--- src/word_gen_pkg.sv ---
package word_gen_pkg;

	// ********************
	// Word geometry
	// ********************

	// Every word and every candidate is this many bytes long
	localparam int WORD_MAX_LEN = 8;

	// Byte index within a word
	typedef logic [2:0] word_addr_t;

	// Character or configuration byte
	typedef logic [7:0] byte_t;

	// Word ID or packet ID
	typedef logic [15:0] id_t;

	// Per-range substitution info that comes with each template word
	typedef struct packed {
		logic       active;
		word_addr_t pos;
	} range_info_t;

	// Last byte of a valid configuration
	localparam byte_t CONF_MAGIC_BYTE = 8'hBB;

	// ********************
	// Generator FSM
	// ********************

	typedef enum logic [3:0] {
		CONF_NUM_RANGES,
		CONF_RANGE_NUM_CHARS,
		CONF_RANGE_START_IDX,
		CONF_RANGE_CHARS,
		CONF_NUM_GENERATE,
		CONF_MAGIC,
		CONF_ERROR,
		OP_RESET,
		OP_COPY_NEXT_WORD,
		OP_NEXT_RANGE_1,
		OP_NEXT_RANGE_2,
		OP_NEXT_RANGE_WR,
		OP_WAIT_READ
	} gen_state_e;

endpackage

--- src/word_list.sv ---
`timescale 1ns/1ps

module word_list #(
	parameter int RANGES_MAX = 3
) (
	input  logic                                        CLK,
	input  logic                                        arst_n,
	// Host side
	input  logic                                        word_wr_en,
	input  word_gen_pkg::byte_t                         word_din,
	input  logic                                        word_commit,
	input  word_gen_pkg::id_t                           word_id_in,
	input  word_gen_pkg::range_info_t [RANGES_MAX-1:0] range_info_in,
	input  logic                                        list_end_in,
	output logic                                        word_full,
	// Generator side
	output logic                                        word_empty,
	input  logic                                        word_set_empty,
	input  word_gen_pkg::word_addr_t                    word_rd_addr,
	output word_gen_pkg::byte_t                         word_in,
	output word_gen_pkg::id_t                           word_id,
	output word_gen_pkg::range_info_t [RANGES_MAX-1:0] range_info,
	output logic                                        word_list_end
);
	import word_gen_pkg::*;

	// Template bytes
	byte_t mem [WORD_MAX_LEN];

	// Bytes written so far, and the length latched on commit
	logic [$clog2(WORD_MAX_LEN):0] wr_cnt;
	logic [$clog2(WORD_MAX_LEN):0] word_len;

	logic wr_ok;
	logic commit_ok;

	// Host traffic is dropped while the word is held
	assign wr_ok = word_wr_en && !word_full && wr_cnt != WORD_MAX_LEN;
	assign commit_ok = word_commit && !word_full;

	always_ff @(posedge CLK) begin
		if (wr_ok && !commit_ok) begin
			mem[wr_cnt[$clog2(WORD_MAX_LEN)-1:0]] <= word_din;
		end
		// Side data of the word
		if (commit_ok) begin
			word_id <= word_id_in;
			range_info <= range_info_in;
		end
	end

	always_ff @(posedge CLK or negedge arst_n) begin
		if (!arst_n) begin
			wr_cnt <= '0;
			word_len <= '0;
			word_full <= 1'b0;
			word_list_end <= 1'b0;
		end else if (commit_ok) begin
			// Pointer restarts for the next word
			word_len <= wr_cnt;
			wr_cnt <= '0;
			word_list_end <= list_end_in;
			word_full <= 1'b1;
		end else begin
			if (wr_ok) begin
				wr_cnt <= wr_cnt + 1'b1;
			end
			if (word_set_empty) begin
				word_full <= 1'b0;
			end
		end
	end

	assign word_empty = ~word_full;

	// Bytes past the written length read as zero
	assign word_in = ({1'b0, word_rd_addr} < word_len) ? mem[word_rd_addr] : '0;

	// Host must wait for the generator to release the word
	assert property (@(posedge CLK) disable iff (!arst_n)
		word_full |-> !word_wr_en);

endmodule

--- config.mk ---
export PLATFORM = sky130hd
export DESIGN_NAME = word_list
export DESIGN_NICKNAME = d
export VERILOG_FILES = /design/src/word_gen_pkg.sv /design/src/word_list.sv
export SDC_FILE = /design/constraint.sdc
export NUM_CORES = 1
export LEC_CHECK = 0
export ABC_AREA = 0
export BUFFER_PORTS_ARGS = -buffer_cell sky130_fd_sc_hd__clkbuf_2
export CORE_UTILIZATION = 48
export CTS_CLUSTER_SIZE = 16
export DETAILED_ROUTE_END_ITERATION = 8
export PLACE_DENSITY = 0.79
export SYNTH_ARGS = -nofsm -noshare
export SYNTH_HDL_FRONTEND = slang
export SYNTH_SLANG_ARGS = --single-unit
--- constraint.sdc ---
create_clock -name CLK -period 2 [get_ports CLK]
set_input_delay 0.5 -clock CLK [delete_from_list [all_inputs] [get_ports CLK]]
set_output_delay 0.5 -clock CLK [all_outputs]
set_load 0.005 [all_outputs]
Word level (Yosys, flattened, before mapping). Memories as Yosys holds them, arrays and structs flattened. Cells that the tools add are included.

Word-level logic and storage cells: 31. Register bits: 38. Input bits: 45. Memories kept: 1. Bits in writable memories: 64. Bits in read-only memories: 0. Output and inout port bits: 39. Latch bits: 0.

Div/mod/pow operators: 0. Bitwise logic cells: 1. Order comparisons: 1. Shift-type cells: 0. Reduce and logical (&&, ||, !) cells: 8. $mul: 0. Muxes and demuxes: 7. Equal/unequal tests: 1. $add $sub $neg: 1.

Memory list: mem (depth 8, bits a word 8, read ports 1, clocked after memory_dff 0, write ports 1, line word_list.sv:28) `byte_t mem [WORD_MAX_LEN];`.

Operators with widths (number): 4-bit 2-to-1 mux (2); 8-bit 2-to-1 mux (1); 4-bit by 1-bit adder with 4-bit output, second input constant (1); 1-bit logical AND (4); 3-bit by 4-bit < comparator with 1-bit output (1); 1-bit 2-to-1 mux (4); 4-bit != test, second input constant (1); 2-bit nonzero test (2); 1-bit logical NOT (2); 1-bit NOT (1).

Depth between registers and ports, before layout.
Word-level depth: 6. Gate-level depth with buffers: 7. Depth with buffers taken out: 6.

Least setup slack after synthesis. Ideal clock, no wire load.

Path kind: input to register. Start point: input word_wr_en. End point: memory mem[0][0] (netlist name) (enable). Path slack: 0.036 ns. Arrival: 1.581 ns. Buffers on the path: 0. Library setup time: 0.383 ns. Cell stages on the path: 4. Required time: 1.617 ns. Path through: nor2b_1 -> nor2b_1 -> nand3b_1 -> nor3_1.

Cells in the longest elaborated chain, start to end: 5.

RTL lines: start: declaration (line word_list.sv:9) `input logic word_wr_en,`; 1-bit logical AND (2 in a row) (line word_list.sv:38) `assign wr_ok = word_wr_en && !word_full && wr_cnt != WORD_MAX_LEN;`; 1-bit logical AND (line word_list.sv:42) `if (wr_ok && !commit_ok) begin`; 1-bit 2-to-1 mux (line word_list.sv:42); 1-bit 2-to-1 mux (implied by the code) (line word_list.sv:43) `mem[wr_cnt[$clog2(WORD_MAX_LEN)-1:0]] <= word_din;`; end: declaration (line word_list.sv:28).

No other way between the ends.

Final worst setup path.
Start point: register word_len[1]. End point: output word_in[6].

Cells in the longest elaborated chain, start to end: 2.

RTL lines: start: declaration (line word_list.sv:32) `logic [$clog2(WORD_MAX_LEN):0] word_len;`; start signal: assignment (line word_list.sv:60) `word_len <= wr_cnt;`; 3-bit by 4-bit < comparator with 1-bit output (line word_list.sv:77) `assign word_in = ({1'b0, word_rd_addr} < word_len) ? mem[word_rd_addr] : '0;`; 8-bit 2-to-1 mux (line word_list.sv:77); end: declaration (line word_list.sv:20) `output word_gen_pkg::byte_t word_in,`.

No other way between the ends.

==> qor.json <==
{
  "utilization": {"value": 61.1, "unit": "%"},
  "start_util": {"value": 50.1, "unit": "%"},
  "detail_route.wirelength": {"value": 6790, "unit": "um"},
  "yosys_register_bits": {"value": 102},
  "cts.clk_slew.worst_paths": {"value": 90, "unit": "ps"},
  "grt_start_max_net_pins": {"value": 30},
  "max-cap-violations": {"value": 0},
  "setup_ws": {"value": -275, "unit": "ps"},
  "totalNegativeSetupSlack": {"value": -2160, "unit": "ps"},
  "grt_antenna_before_repair": {"value": 0},
  "max-clock-path-buffers": {"value": 2},
  "floorplan.io_pins": {"value": 84},
  "power.total": {"value": 4.30, "unit": "mW"},
  "cts_sinks": {"value": 102},
  "synth_top_cell_by_area": {"value": "edfxtp_1"},
  "postSynth.asyncResetShare": {"value": 9.80, "unit": "%"},
  "worst_hold_startpoint": {"value": "word_set_empty"},
  "synth-edff-count": {"value": 92},
  "worst-endpoint-required": {"value": 1500, "unit": "ps"},
  "synthesis.area": {"value": 3910, "unit": "um2"},
  "critPathMaxFanout": {"value": 8},
  "power-per-cell-area": {"value": 901, "unit": "nW/um2"},
  "worst_hold_slack": {"value": 306, "unit": "ps"},
  "ys_flop_type": {"value": "edfxtp_1"},
  "clock.fmax": {"value": 0.440, "unit": "GHz"},
  "slew-limit-headroom": {"value": 79.6, "unit": "%"},
  "synthTopCellsByCount": {"value": "edfxtp_1 (92), mux2i_1 (33), a22oi_1 (16)"},
  "grt_overflow_total": {"value": 0},
  "placed_area": {"value": 4550, "unit": "um2"},
  "hpwl": {"value": 4590, "unit": "um"},
  "yosysMostFrequentCell": {"value": "edfxtp_1"},
  "worstSetupStartpoint": {"value": "word_len[1]"},
  "buffer_ports.inserted": {"value": 83},
  "worst_clock_skew_on_the_final_layout": {"value": 6.09, "unit": "ps"},
  "initialDrtViolationCount": {"value": 87},
  "place_worst_setup_slack": {"value": -151, "unit": "ps"},
  "setup_violations": {"value": 8},
  "finalInstanceArea": {"value": 4770, "unit": "um2"},
  "floorplan.die.height": {"value": 92.3, "unit": "um"},
  "critical_path_arrival": {"value": 1780, "unit": "ps"},
  "hold_class": {"value": "input pin to register"},
  "grt_setup_unrepaired": {"value": "yes"},
  "static-leakage-power": {"value": 1.90, "unit": "nW"},
  "cts-htree-levels": {"value": 3},
  "stdcell_count": {"value": 432},
  "part_of_the_yosys_area_used_for_sequential_elements": {"value": 77.0, "unit": "%"},
  "cts_tree": {"value": "built"},
  "timing_worst_setup_path_type": {"value": "register to primary output"},
  "outcome": {"value": "finished, violations left"},
  "final_layout_size_suffix_gt1_share": {"value": 37.9, "unit": "%"},
  "leading_post_synthesis_cells_by_cell_area": {"value": "edfxtp_1 (71%), mux2i_1 (8.4%), dfrtp_1 (6.4%), a22oi_1 (3.1%), and3_1 (1.3%)"},
  "crit_path_start_kind": {"value": "register"},
  "synthesis.yosys.warnings": {"value": 0},
  "route.detailed.drc": {"value": 0},
  "timing.final.max_slew_violations": {"value": 0},
  "tritoncts.num_buffers": {"value": 9},
  "cp-end-kind": {"value": "primary output"},
  "design.die.area": {"value": 8510, "unit": "um2"},
  "fin_hold_viols": {"value": 0},
  "core-area": {"value": 7810, "unit": "um2"},
  "synth.net_count": {"value": 271},
  "floorplan.die.width": {"value": 92.3, "unit": "um"},
  "vias_in_the_first_global_route": {"value": 2130},
  "final.period_utilization": {"value": 114, "unit": "%"},
  "layout.nets": {"value": 374},
  "synth_cell_types": {"value": 31},
  "flow.area_growth_from_synthesis": {"value": 22.0, "unit": "%"},
  "r2r-start": {"value": "wr_cnt[1]"},
  "post-place-cells": {"value": 414},
  "synthesis.area_per_instance": {"value": 17.6, "unit": "um2"},
  "worstMarginPinSlew": {"value": 306, "unit": "ps"},
  "drt_first_pass_iters": {"value": 4},
  "grt_pass1_wl": {"value": 10500, "unit": "um"},
  "worst_ir_drop_vdd": {"value": 0.498, "unit": "mV"},
  "detail_route.wl_per_cell": {"value": 15.7, "unit": "um"},
  "vias_per_cell": {"value": 5.13},
  "num_rows": {"value": 32},
  "detail-route-antenna-nets": {"value": 0},
  "groute.usage.overall": {"value": 17.1, "unit": "%"},
  "synth_cells": {"value": 222},
  "gpl.final_weighted_congestion": {"value": 0.722},
  "route.vias.total": {"value": 2218},
  "post-route-min-period": {"value": 2280, "unit": "ps"},
  "failing_checks": {"value": "negative setup slack"},
  "worst_skew_pair.late_latency": {"value": 350, "unit": "ps"},
  "cts_root_buf": {"value": "clkbuf_8"},
  "antennaDiodeCount": {"value": 0},
  "synth_top_area_share": {"value": 70.6, "unit": "%"}
}
==> path summary, 6_finish.rpt <==
kind	endpoint	slack, ps	cells after the start
min reg2reg	word_list_end	500	1
min in group asynchronous	word_list_end	530	2
max	word_in[6]	-280	6
min	word_full	310	2
max reg2reg	mem[0][0]	290	6
max in group asynchronous	wr_cnt[0]	1270	2
==> per-layer routing <==
| layer | track usage [%] | up-vias | wire length (um) |
|---|---|---|---|
| met5 | 0 | - | 0 |
| li1 | - | 1057 | - |
| met3 | 4.56 | 8 | 609 |
| met4 | 8.20 | 0 | 103 |
| met2 | 28.2 | 103 | 3270 |
| met1 | 21.0 | 1050 | 2810 |
==> layout make-up <==
| class | count | area (um2) |
|---|---|---|
| multi-input combinational | 106 | 848 |
| inverter | 5 | 18.8 |
| clock buffer | 9 | 124 |
| timing repair buffer | 101 | 591 |
| clock inverter | 7 | 48.8 |
| fill | 588 | 3040 |
| tap | 102 | 128 |
| sequential | 102 | 3010 |
==> where the power goes <==
part           switching (mW)  internal, mW  leakage (nW)
combinational           0.331         0.312         0.846
clock                   0.667         0.452        0.0793
sequential             0.0652          2.47         0.972
==> flip-flops by register name (all words and copies together) (netlist names) <==
signal	flops
word_full	1
range_info	12
word_id	16
word_len	4
mem	64
wr_cnt	4
word_list_end	1
==> cells by family after synthesis <==
group	after synthesis	synth area share, %
xor gates and xnor gates	2	0.448
DFF	102	77.0
buffers and inverters	14	2.30
AOI/OAI and AO/OA	24	4.29
and+or+nand+nor	40	5.34
adders and majority gates	4	1.28
muxes	36	9.31
==> timing repair <==
action | CTS | global route
gates resized for setup | 4 | 2
buffers inserted | 1 | 0
endpoints found under the setup margin | 8 | 8
hold buffers | 1 | 0
hold endpoints to repair | 10 | 0
pin swaps | 2 | 1
==> worst max-delay path, cell delays in order (launching register included) <==
cell,delay (ps)
dfrtp_1,360
inv_2,60
ha_4,250
a211oi_2,50
or3_4,430
and3_4,180
clkbuf_2,100
==> cells in the final DEF (no fill, tap or decap), drive strengths merged, types with 3 or more instances in the layout <==
cell type	instances
clkinv	3
nor3	3
inv	6
nand2	8
a22oi	16
dfrtp	10
buf	17
ha	4
mux2	3
nor2b	4
mux2i	33
and3	8
o21ai	4
edfxtp	92
clkbuf	92
clkinvlp	3
nor2	11
(Power assumes the default switching activity.)
