**src/word_gen_pkg.sv**
```systemverilog
package word_gen_pkg;

	// ********************
	// Word geometry
	// ********************

	// Every word and every candidate is this many bytes long
	localparam int WORD_MAX_LEN = 8;

	// Byte index within a word
	typedef logic [2:0] word_addr_t;

	// Character or configuration byte
	typedef logic [7:0] byte_t;

	// Word ID or packet ID
	typedef logic [15:0] id_t;

	// Per-range substitution info that comes with each template word
	typedef struct packed {
		logic       active;
		word_addr_t pos;
	} range_info_t;

	// Last byte of a valid configuration
	localparam byte_t CONF_MAGIC_BYTE = 8'hBB;

	// ********************
	// Generator FSM
	// ********************

	typedef enum logic [3:0] {
		CONF_NUM_RANGES,
		CONF_RANGE_NUM_CHARS,
		CONF_RANGE_START_IDX,
		CONF_RANGE_CHARS,
		CONF_NUM_GENERATE,
		CONF_MAGIC,
		CONF_ERROR,
		OP_RESET,
		OP_COPY_NEXT_WORD,
		OP_NEXT_RANGE_1,
		OP_NEXT_RANGE_2,
		OP_NEXT_RANGE_WR,
		OP_WAIT_READ
	} gen_state_e;

endpackage

```
**src/word_storage.sv**
```systemverilog
`timescale 1ns/1ps

module word_storage (
	input  logic                     CLK,
	input  logic                     arst_n,
	// Generator side
	input  logic                     wr_en,
	input  word_gen_pkg::word_addr_t wr_addr,
	input  word_gen_pkg::byte_t      din,
	input  logic                     set_full,
	output logic                     full,
	// Reader side
	input  word_gen_pkg::word_addr_t rd_addr,
	output word_gen_pkg::byte_t      dout,
	input  logic                     set_empty,
	output logic                     empty
);
	import word_gen_pkg::*;

	// One candidate
	byte_t mem [WORD_MAX_LEN];

	always_ff @(posedge CLK) begin
		if (wr_en) begin
			mem[wr_addr] <= din;
		end
		// Registered read port
		dout <= mem[rd_addr];
	end

	// ********************
	// Full/empty flag
	// ********************

	always_ff @(posedge CLK or negedge arst_n) begin
		if (!arst_n) begin
			full <= 1'b0;
		end else if (set_full) begin
			full <= 1'b1;
		end else if (set_empty) begin
			full <= 1'b0;
		end
	end

	assign empty = ~full;

	// Generator must not overwrite a candidate the reader still holds
	assert property (@(posedge CLK) disable iff (!arst_n)
		full |-> !wr_en);

	// Reader only releases a candidate it was given
	assert property (@(posedge CLK) disable iff (!arst_n)
		set_empty |-> full);

endmodule
```
**config.mk**
```make
export PLATFORM = sky130hd
export DESIGN_NAME = word_storage
export DESIGN_NICKNAME = d
export VERILOG_FILES = /design/src/word_gen_pkg.sv /design/src/word_storage.sv
export SDC_FILE = /design/constraint.sdc
export NUM_CORES = 1
export LEC_CHECK = 0
export BUFFER_PORTS_ARGS = -buffer_cell sky130_fd_sc_hd__buf_4
export CAP_MARGIN = 0
export CORE_MARGIN = 3
export CORE_UTILIZATION = 55
export CTS_CLUSTER_SIZE = 10
export DETAILED_ROUTE_END_ITERATION = 7
export PLACE_DENSITY = 0.8
export SLEW_MARGIN = 20
export SYNTH_ARGS = -nofsm -noshare
export SYNTH_HDL_FRONTEND = slang
export SYNTH_SLANG_ARGS = --single-unit
```
**constraint.sdc**
```tcl
create_clock -name CLK -period 3.2 [get_ports CLK]
set_input_delay 0.64 -clock CLK [delete_from_list [all_inputs] [get_ports CLK]]
set_output_delay 0.64 -clock CLK [all_outputs]
set_load 0.03 [all_outputs]
```
# After elaboration in Yosys (flattened, before gate mapping)
# Memories as Yosys holds them, arrays and structs flattened. A register that Yosys moved wholly into a read port is not among the register bits.
# Index checks and enable logic that the tools add are counted.
# op_classes
n_mux,4
n_bitwise,1
reduce_logical,1
# op_table
operator,count
$mux 1,4
$reduce_bool 2->1,1
$not 1->1,1
# totals
mem_bits_rw,64
output_inout_bits,10
memories,1
regBits,1
wordCells,8
input_bits,19
# memory_table
name,depth,word_bits,read_ports,rd_clocked_by_memory_dff,wr,line_no,source
mem,8,8,1,1,1,word_storage.sv:21,byte_t mem [WORD_MAX_LEN];

# Longest topological paths before layout
# Gate-level depths: netlist of run 1.
# depth
ltp_word,2
mapped_depth,4
depth_no_buf,2

# Worst setup path before layout of run 1
# OpenSTA, ideal clock, no wires.
# synth_path
kind,input to register
start,input port wr_addr[2]
end,memory mem[0][0] (netlist name) (enable)
required_ps,2817
path_buffers,0
setup_time_ps,383
cell_stages,2
arrival_time_ps,1417
slack_ps,1399
cell_sequence,nand2b_1 > nor3_1
# synth_rtl
element,line_no,source
"start, declared",word_storage.sv:8,"input word_gen_pkg::word_addr_t wr_addr,"
"end, declared",word_storage.sv:21,
# No word-level cell before the write port.

# Worst setup path in the final report of run 1
# layout_path
start,input port wr_addr[1]
end,memory mem[5][7] (netlist name) (enable)
# No word-level cell before the write port.

==> impl_metrics.tcl, run 1 <==
set metrics [dict create \
    start_util 0.598 \
    clk_pin_slew_ns 0.07 \
    powerDensity_mw_per_mm2 605 \
    post-cts-setup-buffers 0 \
    grt_max_degree 17 \
    fin_skew_ns 0.0125 \
    fp.dieArea_mm2 0.00584 \
    peakVddDrop_mv 0.453 \
    htree_levels 3 \
    min_period_ns 1.64 \
    syn_nets 136 \
    cts_buffers 9 \
    cp_data_required_time_ns 3.15 \
    drive_above_1_share 0.348 \
    r2r_setup_slack_ns 1.88 \
    status "complete, no violations" \
    syn_area_mm2 0.00273 \
    p_sw_uw 394 \
    drv_cap 0 \
    clockBufferDepth 2 \
    fin_nets 172 \
    area.growth.synth_to_final_pct 17.2 \
    rr_worst_depth 2 \
    post-route-drc-count 0 \
    seq_area_frac_synth 0.772 \
    clkPwrFrac 0.367 \
    grt_pass1_wl_um 7050 \
    routed_via_density 5.55 \
    cp_max_fo 8 \
    power.leakage_uw 0.00114 \
    overflow 0 \
    timing.final.crit_share 0.512 \
    avgRoutedWirePerCell_um 20.4 \
    maxSlewHeadroom 0.411 \
    ys.warnings.count 0 \
    n_antenna_cell 0 \
    hpwl_um 3010 \
    clock_latency_ns 0.34 \
    hold_viol 0 \
    internal-power_uw 1540 \
    crit_type "input pin to flop" \
    cts_resized 0 \
    switching_share 0.204 \
    clkSinkCount 73 \
    place.gp.congestion 0.726 \
    core_area_mm2 0.00456 \
    synth_cells 117 \
    setup_viol 0 \
    io_buffers 28 \
    wl_um 4540 \
    holdBufCountCts 0 \
    arrival_ns 1.59 \
    r2r-end "dout[6]" \
    grt_pass1_vias 1302 \
    fin_tns_setup_ns 0 \
    syn_avg_cell_area_um2 23.3 \
    total_power_uw 1930 \
    die_w_um 76.4 \
    die_h_um 76.4 \
    antenna_found_initial 0 \
    timing.fmax_mhz 610 \
    hold_path.class "input pin to async pin" \
    rsz0062_at_grt "false" \
    firstDrtPassIters 4 \
    end_kind "flop" \
    ioPinCount 29 \
    comb_power_share 0.072 \
    drtIter0Drc 89 \
    root_buffer "clkbuf_8" \
    antenna_left 0 \
    cp-start-kind "input pin" \
    cts_tree "yes" \
    seq_power_share 0.561 \
    grt_use_total 0.168 \
    worstMarginPinSlew_ns 0.880 \
    vias 1237 \
    rr_startpoint "mem[3][6]" \
    placementRows 24 \
    report.final.slew_viol_count 0 \
    ys_types 17 \
    synth.ff_latch_count 73 \
]
power by group through the flow:
stage | combinational, uW | sequential (uW) | clock [uW]
floorplan | 59.7 | 1130 | 0
global placement | 136 | 1100 | 0
detailed placement | 142 | 1110 | 0
CTS | 143 | 1080 | 725
global route | 149 | 1090 | 765
finish | 140 | 1080 | 709
metal layers:
| metal | wire length (um) | GRT usage |
|---|---|---|
| met1 | 1850 | 0.215 |
| met3 | 224 | 0.0473 |
| met4 | 31 | 0.0652 |
| met2 | 2430 | 0.275 |
| met5 | 0 | 0 |
synth_stat cells (all sizes together):
cell type | instances | area [um^2]
edfxtp | 64 | 1920
dfxtp | 8 | 160
nor3 | 2 | 10.0
nor2 | 6 | 22.5
buf | 4 | 40.0
nand2b | 3 | 18.8
mux2 | 8 | 90.1
nand2 | 2 | 7.51
clkbuf | 1 | 3.75
dfrtp | 1 | 25.0
mux4 | 16 | 417
o21bai | 1 | 7.51
inv | 1 | 3.75
area by class of cell:
| class | count | area, um^2 |
|---|---|---|
| clock buffer | 11 | 151 |
| clock inverter | 5 | 53.8 |
| fill | 291 | 1370 |
| inverter | 1 | 3.75 |
| multi-input combinational | 38 | 573 |
| sequential | 73 | 2110 |
| tap | 65 | 81.3 |
| timing repair buffer | 30 | 225 |
cell families (layout without fill, tap and decap cells):
logic type      after synthesis  after routing  synth area share
compound gates                1              1           0.00275
mux                          24             24             0.186
simple gates                 13             13            0.0216
flops                        73             73             0.772
buf+inv                       6             47            0.0174
critical path, cell delays in order:
cell,delay [ns]
buf_4,0.12
nand2b_1,0.15
nor2_1,0.67
cells in the final DEF (no fill, tap or decap):
| cell type | synthesis | layout |
|---|---|---|
| inv_1 | 1 | 1 |
| mux4_2 | 1 | 1 |
| buf_4 | 0 | 30 |
| mux2_2 | 8 | 8 |
| dfxtp_1 | 8 | 8 |
| nor2_1 | 6 | 6 |
| clkbuf_8 | 0 | 11 |
| dfrtp_1 | 1 | 1 |
| nor3_1 | 2 | 2 |
| nand2b_1 | 3 | 3 |
| nand2_1 | 2 | 2 |
| mux4_1 | 15 | 15 |
| clkinv_2 | 0 | 3 |
| bufinv_16 | 0 | 1 |
| edfxtp_1 | 64 | 64 |
| o21bai_1 | 1 | 1 |
| clkinv_4 | 0 | 1 |
stage by stage:
stage                     hold slack [ns]  area [um^2]   util  std cells  worst slack, ns
after floorplan                     0.344         2730      -        117             1.40
after global placement              0.416         2990  0.655        207             1.23
after detailed placement            0.416         2990  0.655        207             1.19
after CTS                          0.0519         3200  0.700        223             1.55
after global routing               0.0437         3200  0.700        223             1.50
final                              0.0663         3200  0.700        223             1.56
state kept, by name (all words and copies together) (netlist names):
register	cells
dout	8
mem	64
full	1
how the worst max path moves through the flow:
stage | from | cells after the start | slack (ns) | end
floorplan | wr_addr[2] | 2 | 1.40 | mem[0][0]
global placement | wr_addr[1] | 3 | 1.23 | mem[5][3]
detailed placement | wr_addr[1] | 3 | 1.19 | mem[5][3]
CTS | wr_addr[1] | 3 | 1.55 | mem[5][0]
global route | wr_addr[1] | 3 | 1.50 | mem[5][0]
finish | wr_addr[1] | 3 | 1.56 | mem[5][7]
No activity file was read; power rests on OpenSTA's default activity.
==> run 2, diff against run 1 <==
- ABC_AREA: default -> 1
- clock period: 3.2 -> 1.52 ns (I/O delays scaled with it)
==> run 2 against run 1 <==
  * Critical path depth is 1 lower
  * Via count is 64% higher
  * Global-route usage is 3.1 points higher
  * Power is 100% higher
  * Register-to-register slack worse by 1.3 ns
  * First-iteration DRC count is 100% higher
  * Clock power is 75% higher
==> impl_metrics.tcl, run 2 <==
set metrics [dict create \
    core_area_mm2 0.00527 \
    arrival_ns 0.95 \
    place.gp.congestion 0.829 \
    fin_tns_setup_ns 0 \
    routed_via_density 4.85 \
    cp_top_family "flip-flops" \
    path_cells "inv_1 -> buf_4" \
    setup_viol 0 \
    htree_levels 3 \
    maxSlewHeadroom 0.755 \
    fp.dieArea_mm2 0.00655 \
    start_util 0.586 \
    ys.warnings.count 0 \
    post-route-drc-count 0 \
    syn_area_mm2 0.00309 \
    area.growth.synth_to_final_pct 13.9 \
    timing.final.crit_share 0.828 \
    drive_above_1_share 0.146 \
    crit_path_top_delay_cell "dfrtp_1" \
    root_buffer "clkbuf_8" \
    die_w_um 80.9 \
    end_kind "output pin" \
    cts_tree "yes" \
    drtIter0Drc 179 \
    cts_resized 0 \
    status "complete, no violations" \
    final_cell_mix "nand2_1, inv_1, edfxtp_1" \
    ys_async_sr_fraction 0.0137 \
    antenna_found_initial 0 \
    ys_types 13 \
    report.final.slew_viol_count 0 \
    power.leakage_uw 0.00168 \
    vias 2032 \
    peakVddDrop_mv 0.678 \
    grt_max_degree 33 \
    synth.ff_latch_count 73 \
    drv_cap 0 \
    hold_path.class "input pin to flop" \
    r2r_setup_slack_ns 0.62 \
    cpPeakStageDelay_ns 0.39 \
    synth_cells 306 \
    synth.largest_area_cell "edfxtp_1" \
    cp_data_required_time_ns 1.22 \
    clock_latency_ns 0.34 \
    post-cts-setup-buffers 0 \
    placementRows 26 \
    io_buffers 28 \
    synthDominantCellAreaShare 0.623 \
    grt_pass1_vias 2015 \
    grt_pass1_wl_um 9230 \
    yosys-top-cells-count "nand2_1, inv_1, edfxtp_1, nand3_1" \
    wl_um 5870 \
    min_period_ns 1.26 \
    largest_reg_flops 64 \
    grt_use_total 0.199 \
    layout_commonest_cell "nand2_1" \
    cts_buffers 9 \
    antenna_left 0 \
    crit_type "flop to output pin" \
    clockBufferDepth 2 \
    powerDensity_mw_per_mm2 1100 \
    fin_nets 363 \
    ys_top_cells_by_area "edfxtp_1, nand2_1, inv_1" \
    clk_pin_slew_ns 0.07 \
    overflow 0 \
    cp_max_fo 2 \
    fin_skew_ns 0.00507 \
    seq_area_frac_synth 0.683 \
    synth_most_common_cell "nand2_1" \
    syn_nets 325 \
    clkSinkCount 73 \
    top_regs "mem (64), dout (8), full (1)" \
    utilization 0.667 \
    avgRoutedWirePerCell_um 14.0 \
    ioPinCount 29 \
    final.fill_count 416 \
    regMostFlops "mem" \
    hold_viol 0 \
    hpwl_um 3580 \
    synth_enable_flop_cells 64 \
    rsz0062_at_grt "false" \
    cp-start-kind "flop" \
    timing.fmax_mhz 795 \
    firstDrtPassIters 4 \
    worstMarginPinSlew_ns 0.368 \
    die_h_um 80.9 \
    syn_avg_cell_area_um2 10.1 \
    cp_num_buf_inv 2 \
    yosys_most_used_dff "edfxtp_1" \
    n_antenna_cell 0 \
]
==> run 2: logic make-up after synthesis <==
| family | Yosys count | synth area share |
|---|---|---|
| compound gates | 1 | 0.00243 |
| flops | 73 | 0.683 |
| simple gates | 150 | 0.195 |
| buf+inv | 82 | 0.120 |
==> run 2: final timing paths <==
check,cells after the start,end,startpoint
worst max-delay path,2,empty,full
min in group asynchronous,2,full,arst_n
worst min-delay path,2,full,set_empty
worst min register to register,2,full,full
worst max register to register,6,dout[1],mem[3][1]
max in group asynchronous,2,full,arst_n
==> run 2: per-layer routing <==
| layer | share of wire | GRT usage | vias to the layer above |
|---|---|---|---|
| met3 | 0.068 | 0.0455 | 15 |
| met4 | 0.022 | 0.118 | 0 |
| li1 | - | - | 1014 |
| met2 | 0.51 | 0.336 | 65 |
| met5 | 0 | 0 | - |
| met1 | 0.40 | 0.232 | 938 |
==> run 2: layout make-up <==
| type | instances | area (um^2) | area share |
|---|---|---|---|
| inverter | 71 | 269 | 0.0765 |
| timing repair buffer | 38 | 288 | 0.0819 |
| clock inverter | 5 | 22.5 | 0.00641 |
| clock buffer | 11 | 131 | 0.0374 |
| multi-input combinational | 151 | 611 | 0.174 |
| tap | 70 | 87.6 | 0.0249 |
| sequential | 73 | 2110 | 0.599 |
==> run 2: what timing repair did <==
action / in CTS / in global routing
endpoints found under the setup margin: 0 / 0
hold buffers: 1 / 0
hold endpoints to repair: 1 / 0
==> run 2: metrics by stage <==
stage          instance area (um^2)  hold WS, ns  power, uW  worst slack [ns]  instances
2_1_floorplan                  3090      0.00841       2550             0.341        306
3_3_place_gp                   3350       0.0800       2670             0.312        402
3_5_place_dp                   3350       0.0803       2690             0.235        402
4_1_cts                        3520        0.123       3890             0.252        419
5_1_grt                        3520        0.131       4020             0.222        419
6_report                       3520        0.138       3880             0.262        419
==> run 2: power breakdown <==
group / total [uW] / internal (uW) / switching, uW / leakage (uW)
sequential: 2280 / 2260 / 19.2 / 0.000660
clock: 1240 / 574 / 662 / 0.0000819
combinational: 368 / 129 / 238 / 0.000936
total: 3880 / 2960 / 920 / 0.00168
==> run 3, diff against run 2 <==
- clock period: 1.52 -> 1.2 ns (I/O delays scaled with it)
==> run 3 against run 2 <==
  * Hold slack lost 0.063 ns
  * Critical endpoint unchanged
  * Combinational power rose by 29%
  * Clock-buffer cell count down 2
  * Routed wire length fell by 4.0%
  * First-iteration DRC count decreased by 11%
  * Register-to-register slack got worse by 0.30 ns
==> impl_metrics.tcl, run 3 (synthesized netlist as in run 2, its figures left out) <==
set metrics [dict create \
    status "complete, no violations" \
    cp_max_fo 2 \
    rsz0062_at_grt "true" \
    topRoutingLayerUsed "met4" \
    die_w_um 80.9 \
    wl_um 5640 \
    maxSlewHeadroom 0.775 \
    antenna_left 0 \
    multiInputGateArea_um2 611 \
    grt_pass1_vias 2039 \
    die_h_um 80.9 \
    wl_met3_um 359 \
    end_kind "output pin" \
    io_buffers 28 \
    grt_use_total 0.197 \
    utilization 0.685 \
    rr_worst_depth 6 \
    overflow 0 \
    core_area_mm2 0.00527 \
    power.leakage_uw 0.00172 \
    cts_tree "yes" \
    timing.final.crit_share 0.967 \
    fin_nets 368 \
    r2r_setup_slack_ns 0.32 \
    cts_buffers 9 \
    htree_levels 3 \
    fin_hold_ws_ns 0.0752 \
    final_cell_mix "nand2_1, inv_1, edfxtp_1" \
    powerDensity_mw_per_mm2 1480 \
    drtIter0Drc 160 \
    setup_viol 0 \
    cp-endpoint "empty" \
    worstMarginPinSlew_ns 0.337 \
    peakVddDrop_mv 1.06 \
    hold_viol 0 \
    min_period_ns 1.16 \
    report.final.slew_viol_count 0 \
    r2r-end "dout[4]" \
    antenna_found_initial 0 \
    hold_start "set_empty" \
    grt_pass1_wl_um 9210 \
    post-cts-setup-buffers 0 \
    fin_skew_ns 0.00738 \
    largest_reg_flops 64 \
    arrival_ns 0.92 \
    seq_area_mm2 0.00211 \
    place.gp.congestion 0.787 \
    area.growth.synth_to_final_pct 17.0 \
    crit_path_start "full" \
    drv_cap 0 \
    rr_startpoint "mem[0][4]" \
    n_antenna_cell 0 \
    root_buffer "clkbuf_8" \
    postLayoutCellArea_mm2 0.00361 \
    placementRows 26 \
    clk_pin_slew_ns 0.07 \
    clock_latency_ns 0.34 \
    top_regs "mem (64), dout (8), full (1)" \
    post-route-drc-count 0 \
    crit_type "flop to output pin" \
    final.fill_count 400 \
    fin_tns_setup_ns 0 \
    dr_wl_met2_um 2830 \
    drive_above_1_share 0.167 \
    vias 2057 \
    hold_path.class "input pin to flop" \
    start_util 0.586 \
    firstDrtPassIters 4 \
    cp-start-kind "flop" \
    fp.dieArea_mm2 0.00655 \
    clockBufferDepth 2 \
    clkSinkCount 73 \
    routed_via_density 4.85 \
    cp_data_required_time_ns 0.96 \
    layout_commonest_cell "nand2_1" \
    wirelength_met1_um 2280 \
    timing.fmax_mhz 862 \
    grt_max_degree 33 \
    hpwl_um 3640 \
    regMostFlops "mem" \
    ioPinCount 29 \
    avgRoutedWirePerCell_um 13.3 \
    dpl_cell_area_mm2 0.00339 \
]
run 3: cell types whose count changed in the layout (fill, tap and decap cells not counted), sizes merged:
cell      change
buf           +5
bufinv        +2
clkbuf        -2
clkinv        -1
clkinvlp      +1
run 3: power breakdown:
group	switching [uW]	internal, uW
combinational	300	173
sequential	24.0	2860
clock	841	1150
total	1170	4180
run 3: area by class of cell:
type | instances | area share
flip-flops and latches | 73 | 0.583
multi-input cells | 151 | 0.169
repair buffers | 43 | 0.0911
inverters | 71 | 0.0745
clock buffers | 9 | 0.0343
well taps | 70 | 0.0242
clock inverters | 7 | 0.0236
run 3: worst min-delay path by stage:
stage	cells after the start	end	slack (ns)
floorplan	0	full	-0.06
global placement	1	full	0.02
detailed placement	1	full	0.02
CTS	2	full	0.06
global route	2	full	0.07
finish	2	full	0.08
run 3: worst max-delay path, cell delays in order, from the launching register on:
cell,delay [ns]
dfrtp_1,0.39
inv_2,0.07
buf_6,0.12
run 3: metrics by stage:
step / worst slack, ns / power, uW / std cells
floorplan: 0.0851 / 3230 / 306
global placement: 0.0578 / 3400 / 407
detailed placement: 0.0347 / 3410 / 407
CTS: 0.00738 / 5390 / 424
global route: -0.00894 / 5560 / 424
finish: 0.0397 / 5350 / 424
run 3: what timing repair did:
item | in CTS | in global routing
endpoints found under the setup margin | 1 | 1
gates resized for setup | 1 | 1
gates cloned | 0 | 0
pin swaps | 0 | 0
hold endpoints to repair | 1 | 0
hold buffers | 1 | 0
run 3: per-layer routing:
layer | vias up | global-route usage
met1 | 944 | 0.229
met2 | 73 | 0.323
li1 | 1024 | -
met5 | - | 0
met4 | 0 | 0.142
met3 | 16 | 0.0410
