[src/word_gen_pkg.sv]
package word_gen_pkg;

	// ********************
	// Word geometry
	// ********************

	// Every word and every candidate is this many bytes long
	localparam int WORD_MAX_LEN = 8;

	// Byte index within a word
	typedef logic [2:0] word_addr_t;

	// Character or configuration byte
	typedef logic [7:0] byte_t;

	// Word ID or packet ID
	typedef logic [15:0] id_t;

	// Per-range substitution info that comes with each template word
	typedef struct packed {
		logic       active;
		word_addr_t pos;
	} range_info_t;

	// Last byte of a valid configuration
	localparam byte_t CONF_MAGIC_BYTE = 8'hBB;

	// ********************
	// Generator FSM
	// ********************

	typedef enum logic [3:0] {
		CONF_NUM_RANGES,
		CONF_RANGE_NUM_CHARS,
		CONF_RANGE_START_IDX,
		CONF_RANGE_CHARS,
		CONF_NUM_GENERATE,
		CONF_MAGIC,
		CONF_ERROR,
		OP_RESET,
		OP_COPY_NEXT_WORD,
		OP_NEXT_RANGE_1,
		OP_NEXT_RANGE_2,
		OP_NEXT_RANGE_WR,
		OP_WAIT_READ
	} gen_state_e;

endpackage

[src/word_gen.sv]
`timescale 1ns/1ps

module word_gen #(
	parameter int RANGES_MAX = 3
) (
	input  logic                                        CLK,
	input  logic                                        arst_n,
	// Configuration
	input  word_gen_pkg::byte_t                         din,
	input  word_gen_pkg::id_t                           inpkt_id,
	input  logic                                        conf_wr_en,
	output logic                                        conf_full,
	// Word list
	input  word_gen_pkg::byte_t                         word_in,
	output word_gen_pkg::word_addr_t                    word_rd_addr,
	input  logic                                        word_empty,
	input  logic                                        word_list_end,
	output logic                                        word_set_empty,
	input  word_gen_pkg::range_info_t [RANGES_MAX-1:0] range_info,
	// Word storage
	output word_gen_pkg::byte_t                         storage_din,
	output word_gen_pkg::word_addr_t                    storage_wr_addr,
	output logic                                        storage_wr_en,
	output logic                                        storage_set_full,
	input  logic                                        storage_full,
	// Range character RAM
	output logic [$clog2(RANGES_MAX)+7:0]               ram_addr,
	output logic                                        ram_en,
	output logic                                        ram_wr_en,
	input  word_gen_pkg::byte_t                         ram_dout,
	// Candidate side data
	output word_gen_pkg::id_t                           pkt_id,
	output logic [31:0]                                 gen_id,
	output logic                                        word_end,
	output logic                                        err_word_gen_conf
);
	import word_gen_pkg::*;

	localparam int RNG_W = $clog2(RANGES_MAX);

	gen_state_e state;

	// Range being configured or substituted
	logic [RNG_W-1:0] cur_range;
	// Number of the last range
	logic [RNG_W-1:0] last_range_num;
	logic             zero_ranges;

	// Char index and its limit for cur_range
	byte_t cur_count;
	byte_t cur_count_max;
	// Odometer carry into cur_range
	logic  range_carry;

	// Four unused num_generate bytes
	logic [1:0] conf_num_generate;

	byte_t       din_minus_1;
	range_info_t cur_info;

	// Small distributed arrays, one entry per range
	byte_t range_counter   [RANGES_MAX];
	byte_t range_count_max [RANGES_MAX];

	assign din_minus_1 = din - 8'd1;
	assign cur_info = range_info[cur_range];

	// ********************
	// Main FSM
	// ********************

	always_ff @(posedge CLK or negedge arst_n) begin
		if (!arst_n) begin
			state <= CONF_NUM_RANGES;
			conf_full <= 1'b0;
			cur_range <= '0;
			last_range_num <= '0;
			zero_ranges <= 1'b1;
			cur_count <= '0;
			cur_count_max <= '0;
			range_carry <= 1'b1;
			conf_num_generate <= '0;
			word_rd_addr <= '0;
			storage_wr_addr <= '0;
			pkt_id <= '0;
			gen_id <= '0;
			word_end <= 1'b0;
		end else begin
			case (state)
			CONF_NUM_RANGES: if (conf_wr_en) begin
				pkt_id <= inpkt_id;
				last_range_num <= din_minus_1[RNG_W-1:0];
				cur_range <= '0;
				zero_ranges <= (din == 8'd0);
				// Too many ranges for this build
				if (din > byte_t'(RANGES_MAX)) begin
					state <= CONF_ERROR;
				end else if (din != 8'd0) begin
					state <= CONF_RANGE_NUM_CHARS;
				end else begin
					state <= CONF_NUM_GENERATE;
				end
			end
			CONF_RANGE_NUM_CHARS: if (conf_wr_en) begin
				// Zero chars wraps to 256
				cur_count_max <= din_minus_1;
				cur_count <= '0;
				state <= CONF_RANGE_START_IDX;
			end
			CONF_RANGE_START_IDX: if (conf_wr_en) begin
				state <= CONF_RANGE_CHARS;
			end
			CONF_RANGE_CHARS: if (conf_wr_en) begin
				cur_count <= cur_count + 8'd1;
				if (cur_count == cur_count_max) begin
					cur_range <= cur_range + 1'b1;
					if (cur_range == last_range_num) begin
						state <= CONF_NUM_GENERATE;
					end else begin
						state <= CONF_RANGE_NUM_CHARS;
					end
				end
			end
			CONF_NUM_GENERATE: if (conf_wr_en) begin
				conf_num_generate <= conf_num_generate + 1'b1;
				if (conf_num_generate == 2'd3) begin
					state <= CONF_MAGIC;
				end
			end
			CONF_MAGIC: if (conf_wr_en) begin
				cur_range <= '0;
				if (din == CONF_MAGIC_BYTE) begin
					conf_full <= 1'b1;
					state <= OP_RESET;
				end else begin
					state <= CONF_ERROR;
				end
			end
			// Held until reset
			CONF_ERROR: begin
				state <= CONF_ERROR;
			end
			// Clear one range counter per cycle
			OP_RESET: begin
				word_rd_addr <= '0;
				storage_wr_addr <= '0;
				cur_range <= cur_range + 1'b1;
				if (cur_range == RNG_W'(RANGES_MAX - 1)) begin
					state <= OP_COPY_NEXT_WORD;
				end
			end
			// Template into storage, one byte per cycle
			OP_COPY_NEXT_WORD: if (!word_empty) begin
				word_rd_addr <= word_rd_addr + 1'b1;
				storage_wr_addr <= storage_wr_addr + 1'b1;
				cur_range <= last_range_num;
				range_carry <= 1'b1;
				gen_id <= '0;
				word_end <= 1'b1;
				if (storage_wr_addr == word_addr_t'(WORD_MAX_LEN - 1)) begin
					if (zero_ranges || word_list_end) begin
						state <= OP_WAIT_READ;
					end else begin
						state <= OP_NEXT_RANGE_1;
					end
				end
			end
			OP_NEXT_RANGE_1: begin
				cur_count <= range_counter[cur_range];
				cur_count_max <= range_count_max[cur_range];
				state <= OP_NEXT_RANGE_2;
			end
			// RAM read issued here, carry ripples on
			OP_NEXT_RANGE_2: begin
				if (range_carry && cur_info.active) begin
					range_carry <= (cur_count == cur_count_max);
				end
				storage_wr_addr <= cur_info.pos;
				state <= OP_NEXT_RANGE_WR;
			end
			OP_NEXT_RANGE_WR: begin
				cur_range <= cur_range - 1'b1;
				if (cur_range == '0) begin
					// Carry out of range 0 means last combination
					word_end <= range_carry;
					state <= OP_WAIT_READ;
				end else begin
					state <= OP_NEXT_RANGE_1;
				end
			end
			// Candidate sits in storage until read
			OP_WAIT_READ: if (!storage_full) begin
				gen_id <= gen_id + 32'd1;
				if (word_list_end) begin
					cur_range <= '0;
					conf_full <= 1'b0;
					state <= CONF_NUM_RANGES;
				end else if (range_carry) begin
					cur_range <= '0;
					state <= OP_RESET;
				end else begin
					range_carry <= 1'b1;
					cur_range <= last_range_num;
					state <= OP_NEXT_RANGE_1;
				end
			end
			default: state <= CONF_ERROR;
			endcase
		end
	end

	// ********************
	// Range tables
	// ********************

	always_ff @(posedge CLK) begin
		if (state == CONF_RANGE_START_IDX && conf_wr_en) begin
			range_count_max[cur_range] <= cur_count_max;
		end
		if (state == OP_RESET) begin
			range_counter[cur_range] <= '0;
		end else if (state == OP_NEXT_RANGE_2 && range_carry && cur_info.active) begin
			range_counter[cur_range] <= (cur_count == cur_count_max) ? 8'd0 : cur_count + 8'd1;
		end
	end

	// RAM written while parsing, read while substituting
	assign ram_wr_en = (state == CONF_RANGE_CHARS) && conf_wr_en;
	assign ram_en = ram_wr_en || state == OP_NEXT_RANGE_2;
	assign ram_addr = {cur_range, cur_count};

	// Storage writes
	assign storage_wr_en = (state == OP_COPY_NEXT_WORD && !word_empty)
		|| (state == OP_NEXT_RANGE_WR && cur_info.active);
	assign storage_din = (state == OP_COPY_NEXT_WORD) ? word_in : ram_dout;
	assign storage_set_full = (state == OP_NEXT_RANGE_WR && cur_range == '0)
		|| (state == OP_COPY_NEXT_WORD && !word_empty && (zero_ranges || word_list_end)
			&& storage_wr_addr == word_addr_t'(WORD_MAX_LEN - 1));

	// Word released after its last candidate is read
	assign word_set_empty = state == OP_WAIT_READ && !storage_full
		&& (range_carry || word_list_end);

	assign err_word_gen_conf = (state == CONF_ERROR);

	assert property (@(posedge CLK) disable iff (!arst_n)
		!$isunknown(state) && state inside {CONF_NUM_RANGES, CONF_RANGE_NUM_CHARS,
			CONF_RANGE_START_IDX, CONF_RANGE_CHARS, CONF_NUM_GENERATE, CONF_MAGIC,
			CONF_ERROR, OP_RESET, OP_COPY_NEXT_WORD, OP_NEXT_RANGE_1, OP_NEXT_RANGE_2,
			OP_NEXT_RANGE_WR, OP_WAIT_READ});

	// Candidate in storage is never overwritten
	assert property (@(posedge CLK) disable iff (!arst_n)
		storage_wr_en |-> !storage_full);

endmodule

[config.mk]
export PLATFORM = sky130hd
export DESIGN_NAME = word_gen
export DESIGN_NICKNAME = d
export VERILOG_FILES = /design/src/word_gen_pkg.sv /design/src/word_gen.sv
export SDC_FILE = /design/constraint.sdc
export NUM_CORES = 1
export LEC_CHECK = 0
export ABC_AREA = 1
export BUFFER_PORTS_ARGS = -buffer_cell sky130_fd_sc_hd__clkbuf_2
export CORE_ASPECT_RATIO = 0.7
export CORE_MARGIN = 2
export CORE_UTILIZATION = 60
export DETAILED_ROUTE_END_ITERATION = 12
export PLACE_DENSITY = 0.85
export SLEW_MARGIN = 20
export SYNTH_ARGS = -nofsm -noshare
export SYNTH_HDL_FRONTEND = slang
export SYNTH_SLANG_ARGS = --single-unit
[constraint.sdc]
create_clock -name CLK -period 4.01 [get_ports CLK]
set_input_delay 0.802 -clock CLK [delete_from_list [all_inputs] [get_ports CLK]]
set_output_delay 0.802 -clock CLK [all_outputs]
set_load 0.1 [all_outputs]
Word-level counts from Yosys, hierarchy flattened
Memories as Yosys holds them, arrays and structs flattened.
Index checks and enable logic that the tools add are counted.
{"block": "word_totals", "wordCells": 173, "in_bits": 58, "n_memories": 2, "output_inout_bits": 80, "ramBits": 48, "register_bits": 84}
{"memory": "range_count_max", "depth": 3, "width": 8, "rd": 1, "rd_ports_with_merged_regs": 0, "wr": 1, "line_no": "word_gen.sv:63", "rtl": "byte_t range_count_max [RANGES_MAX];"}
{"memory": "range_counter", "depth": 3, "width": 8, "rd": 1, "rd_ports_with_merged_regs": 0, "wr": 1, "line_no": "word_gen.sv:62", "rtl": "byte_t range_counter [RANGES_MAX];"}
{"block": "classes", "n_lt_le_gt_ge": 2, "n_reduce_logical": 45, "eq_ne": 36, "n_addsub": 8, "mux": 65, "n_bitwise": 1}
{"cell": "32-bit 2-to-1 mux", "n": 2}
{"cell": "32-bit one-hot mux with 2 select lines", "n": 1}
{"cell": "4-bit 2-to-1 mux", "n": 15}
{"cell": "8-bit 2-to-1 mux", "n": 6}
{"cell": "4-bit one-hot mux with 12 select lines", "n": 1}
{"cell": "32-bit by 1-bit adder with 32-bit output, second input constant", "n": 1}
{"cell": "2-bit inequality test, second input constant", "n": 15}
{"cell": "8-bit one-hot mux with 3 select lines", "n": 1}
{"cell": "3-bit 2-to-1 mux", "n": 7}
{"cell": "4-bit == test, second input constant", "n": 5}
{"cell": "1-bit 2-to-1 mux", "n": 17}
{"cell": "4-bit by 3-bit == test with 1-bit output, second input constant", "n": 4}
{"cell": "8-bit one-hot mux with 2 select lines", "n": 1}
{"cell": "2-bit 2-to-1 mux", "n": 7}
{"cell": "1-bit logical AND", "n": 12}
{"cell": "2-bit one-hot mux with 6 select lines", "n": 1}
{"cell": "12-bit AND reduction", "n": 1}
{"cell": "2-bit AND reduction", "n": 5}
{"cell": "5-bit AND reduction", "n": 2}
{"cell": "2-bit nonzero test", "n": 5}
{"cell": "3-bit one-hot mux with 3 select lines", "n": 1}
{"cell": "3-bit AND reduction", "n": 3}
{"cell": "3-bit nonzero test", "n": 3}
{"cell": "8-bit by 1-bit adder with 8-bit output, second input constant", "n": 1}
{"cell": "other kinds (28)", "n": 40}

Longest topological paths before layout
{"block": "logic_depth", "depth_word": 7, "mapped_depth": 12, "ltp_nobuf": 11}

Worst setup path before layout
Ideal clock, no wire load.
{"block": "synth_timing", "kind": "reg-to-output", "start": "reg storage_wr_addr[0]", "end": "out storage_set_full", "t_arrival_ps": 3651, "path_buffers": 0, "path_stages_with_launch": 5, "required_time_ps": 3208, "slack_ps": -443, "path_cell_list": "dfrtp_1 -> ha_1 -> ha_1 -> inv_1 -> o31ai_1"}
{"block": "synth_via", "elab_chain_len": 3}
{"element": "start, declared", "line_no": "word_gen.sv:22", "rtl": "output word_gen_pkg::word_addr_t storage_wr_addr,"}
{"element": "start signal, assigned", "line_no": "word_gen.sv:155", "rtl": "storage_wr_addr <= storage_wr_addr + 1'b1;"}
{"element": "start signal, assigned", "line_no": "word_gen.sv:178", "rtl": "storage_wr_addr <= cur_info.pos;"}
{"element": "3-bit == test", "line_no": "word_gen.sv:238", "rtl": "&& storage_wr_addr == word_addr_t'(WORD_MAX_LEN - 1));"}
{"element": "1-bit logical AND", "line_no": "word_gen.sv:238"}
{"element": "1-bit logical OR", "line_no": "word_gen.sv:237", "rtl": "|| (state == OP_COPY_NEXT_WORD && !word_empty && (zero_ranges || word_list_end)"}
{"element": "end, declared", "line_no": "word_gen.sv:24", "rtl": "output logic storage_set_full,"}
Every way passes these cells.

Worst setup path in the final report
{"block": "layout_timing", "start": "reg cur_range[1]", "end": "out storage_wr_en"}
{"block": "layout_via", "elab_chain_len": 4}
{"element": "start, declared", "line_no": "word_gen.sv:44", "rtl": "logic [RNG_W-1:0] cur_range;"}
{"element": "start signal, assigned", "line_no": "word_gen.sv:116", "rtl": "cur_range <= cur_range + 1'b1;"}
{"element": "start signal, assigned", "line_no": "word_gen.sv:147", "rtl": "cur_range <= cur_range + 1'b1;"}
{"element": "start signal, assigned", "line_no": "word_gen.sv:156", "rtl": "cur_range <= last_range_num;"}
{"element": "4-bit binary-select mux with 2-bit select", "line_no": "word_gen.sv:66", "rtl": "assign cur_info = range_info[cur_range];"}
{"element": "4-bit 2-to-1 mux (implied by the code)", "line_no": "word_gen.sv:66"}
{"element": "1-bit logical AND", "line_no": "word_gen.sv:234", "rtl": "|| (state == OP_NEXT_RANGE_WR && cur_info.active);"}
{"element": "1-bit logical OR", "line_no": "word_gen.sv:234"}
{"element": "end, declared", "line_no": "word_gen.sv:23", "rtl": "output logic storage_wr_en,"}
Every way passes these cells. The select of a mux whose other input is x is not followed.

==> run metrics <==
unrepaired setup endpoints after global routing false; die footprint 0.01305 mm²; largest family of logic cells by synthesized area simple AND/OR/NAND/NOR gates; Post-Syn Area 0.007284 mm²; post-CTS setup repair buffer count 0; vias per inst 5.722; Cell variety after synth 43; CTS Root Cell clkbuf_16; Fin. Hold Viols 0; Max-slew headroom 0.4240; antenna violations before repair 0; post-synthesis compound-gate area fraction 0.07661; peak supply drop 0.0007460 V; vias in the first global route 6354; Starting Density 0.6190; Startpoint Class flop; Top Ports 138; Cell Count, Final, Fillers Out 1216; crit end category output port; Top FF cell, synth dfrtp_1; Reg-to-Reg End range_counter[2][6]; critical-path cell list nand2_1 -> inv_1 -> nand2_1 -> nand3_1 -> nand2_1 -> nand2_1 -> clkbuf_2; Chip Width 135.7 µm; crit-path max FO 23; total gr overflow 0; Slew Limit Fails 0; reg2reg setup slack 1.15 ns; mux cell area share after synthesis 0.02628; fin worst setup slack 0.5889 ns; Power per Cell Area 810.0 mW/mm²; row count 33; hold buffers post-CTS 0; synth top area cells dfrtp_1 28%, edfxtp_1 20%, nand2_1 15%; final period utilization 0.8531; CP max stage cell dfrtp_1; P&R area growth vs syn 19.36%; WHS 0.3704 ns; Placement Setup Slack 1.121 ns; First-pass DRT Iterations 6; Syn. warnings 0; max incr delay on CP 0.85 ns; Seq cells post-synth 132; cell mode on critical path nand2_1; Leak Pwr 4.281 nW; TritonCTS clock tree yes; CTS Buf Count 17; post-synth top area cell dfrtp_1; initial DRC count 795; Synth Area in XOR/XNOR 0.01443; Hold Crit Class input pin to asynchronous set/reset pin; Tmin final 3.421 ns; max-cap violation count 0; Post-synth ARST share 0.6364; final setup TNS 0 ns; nets 1113; Critical Path RT 3.21 ns; WL/cell 16.89 µm; # diodes 0; CTS Buffer Depth 2; Syn Inst Count 902; first-pass GRT wire length 32260 µm; via count 6958; status finished clean; top-area cell type share of the netlist area 0.2817; DP Cell Count 1184; Detail Route Antenna Nets 0; Arr. time, crit path 2.62 ns; Clk pin slew, worst setup/hold paths 0.06 ns; routed wire length 20540 µm; layout filler cell count 927; Max Fclk 292.3 MHz; CP Launch Point cur_range[1]; PostCTS Resize Cnt 0; PnR Total Power 0.007042 W; critical path class flop to output port; Total Routing Usage GR 0.3277; Placer Congestion 0.9592; Clock Latency Late Sink 0.42 ns; Synth Area in Simple Gates 0.3152; share of the yosys chip area belonging to registers 0.4868; TritonCTS sink count 132; Post-synth EDFFs 48; die height 96.19 µm; largest net degree at the start of global routing 40; adder-cell share of the synthesized area 0.01546; Core ar. 0.01177 mm²; R2R depth 8; slew of the pin with the lowest slew margin 0.8609 ns; Post-route DRC 0; syn avg cell area 8.076 µm²; Setup crit end storage_wr_en; syn_nets 969; PortBufs 137; layout cells sized above 1 0.2219; FF-to-FF Start cur_range[1]; H-tree Lvls 4; HPWL Detailed 15300 µm; Clock Skew 0.008668 ns; Final setup viols 0
-- layer usage --
| layer | track usage | vias up | routed length [µm] |
|---|---|---|---|
| met2 | 0.4693 | 463 | 8618 |
| met5 | 0 | - | 0 |
| li1 | - | 3234 | - |
| met3 | 0.1169 | 40 | 2639 |
| met1 | 0.4765 | 3221 | 8931 |
| met4 | 0.07899 | 0 | 353 |
-- state kept, by name, indices dropped and copies added, names as in the netlist --
name / flops
conf_full: 1
conf_num_generate: 2
cur_count: 8
cur_count_max: 8
cur_range: 2
gen_id: 32
last_range_num: 2
pkt_id: 16
range_carry: 1
range_count_max: 24
range_counter: 24
state: 4
storage_wr_addr: 3
word_end: 1
word_rd_addr: 3
zero_ranges: 1
-- per-stage QoR --
stage	utilization	cell area, µm²
3_5_place_dp	0.6879	8095
2_1_floorplan	-	7289
4_1_cts	0.7389	8695
6_report	0.7389	8695
3_3_place_gp	0.6879	8095
5_1_grt	0.7389	8695
-- placed cells by master (no fill, tap or decap), types with 2 or more instances in the layout --
cell / instances
nand4_1: 16
clkbuf_16: 17
dfstp_2: 2
clkbuf_2: 136
ha_1: 9
o21ai_0: 35
clkinv_4: 2
o21ai_2: 3
inv_1: 82
buf_4: 6
nor3_1: 11
bufinv_16: 3
nand2_2: 8
o21ai_1: 6
mux2_2: 14
inv_2: 12
nand2_1: 292
nand3_1: 71
nor2_4: 6
a21oi_1: 24
a22oi_1: 11
mux2_1: 3
nand2_4: 10
clkinv_2: 2
nor2_1: 106
xnor2_1: 6
inv_4: 4
dfrtp_1: 82
clkbuf_1: 2
nor2_2: 2
xor2_1: 6
o21bai_1: 3
edfxtp_1: 48
o211ai_1: 3
-- synthesized netlist by cell type, drive strengths merged, types with 2 or more instances --
master    n
edfxtp   48
nand3    71
o211ai    3
ha        9
buf      11
mux2     17
clkbuf    6
dfrtp    82
dfstp     2
nand2   310
nor3     12
o21ai    44
nor2    115
o21bai    4
a21oi    25
a22oi    11
inv      95
xor2      6
xnor2     6
nand4    16
o31ai     2
-- worst min path at each step --
stage / end / cells past startpoint / slack [ns]
after floorplan: conf_num_generate[0] / 1 / 0.45
after global placement: conf_num_generate[0] / 1 / 0.47
after detailed placement: conf_num_generate[0] / 1 / 0.48
after CTS: cur_count[6] / 1 / 0.38
after global routing: gen_id[13] / 1 / 0.40
final: cur_count_max[4] / 1 / 0.37
-- cell type report --
| class | instances | area (µm²) | area share |
|---|---|---|---|
| flip-flops and latches | 132 | 3546 | 0.4078 |
| multi-input cells | 658 | 3268 | 0.3759 |
| repair buffers | 142 | 725.7 | 0.08347 |
| clock buffers | 20 | 446.7 | 0.05137 |
| inverters | 95 | 359.1 | 0.04130 |
| well taps | 157 | 196.4 | 0.02259 |
| clock inverters | 12 | 152.6 | 0.01756 |
-- where the power goes --
group / leakage [nW] / switching, W / internal [W]
Clock: 0.296 / 0.000586 / 0.000996
Combinational: 2.49 / 0.00264 / 0.000670
Sequential: 1.49 / 0.000391 / 0.00176
-- cell families (layout without fill, tap and decap cells) --
group,after synthesis,after routing
simple gates,526,526
mux,17,17
buf+inv,112,269
fa+ha+maj,9,9
xor+xnor,12,12
flops,132,132
compound gates,94,94
-- critical path: cells and delay by family, from the launching register on --
kind | cells | cell delay (ns)
flip-flops | 1 | 0.85
buffers and inverters | 2 | 0.73
AND/OR/NAND/NOR | 5 | 0.62
(Power assumes the default switching activity.)
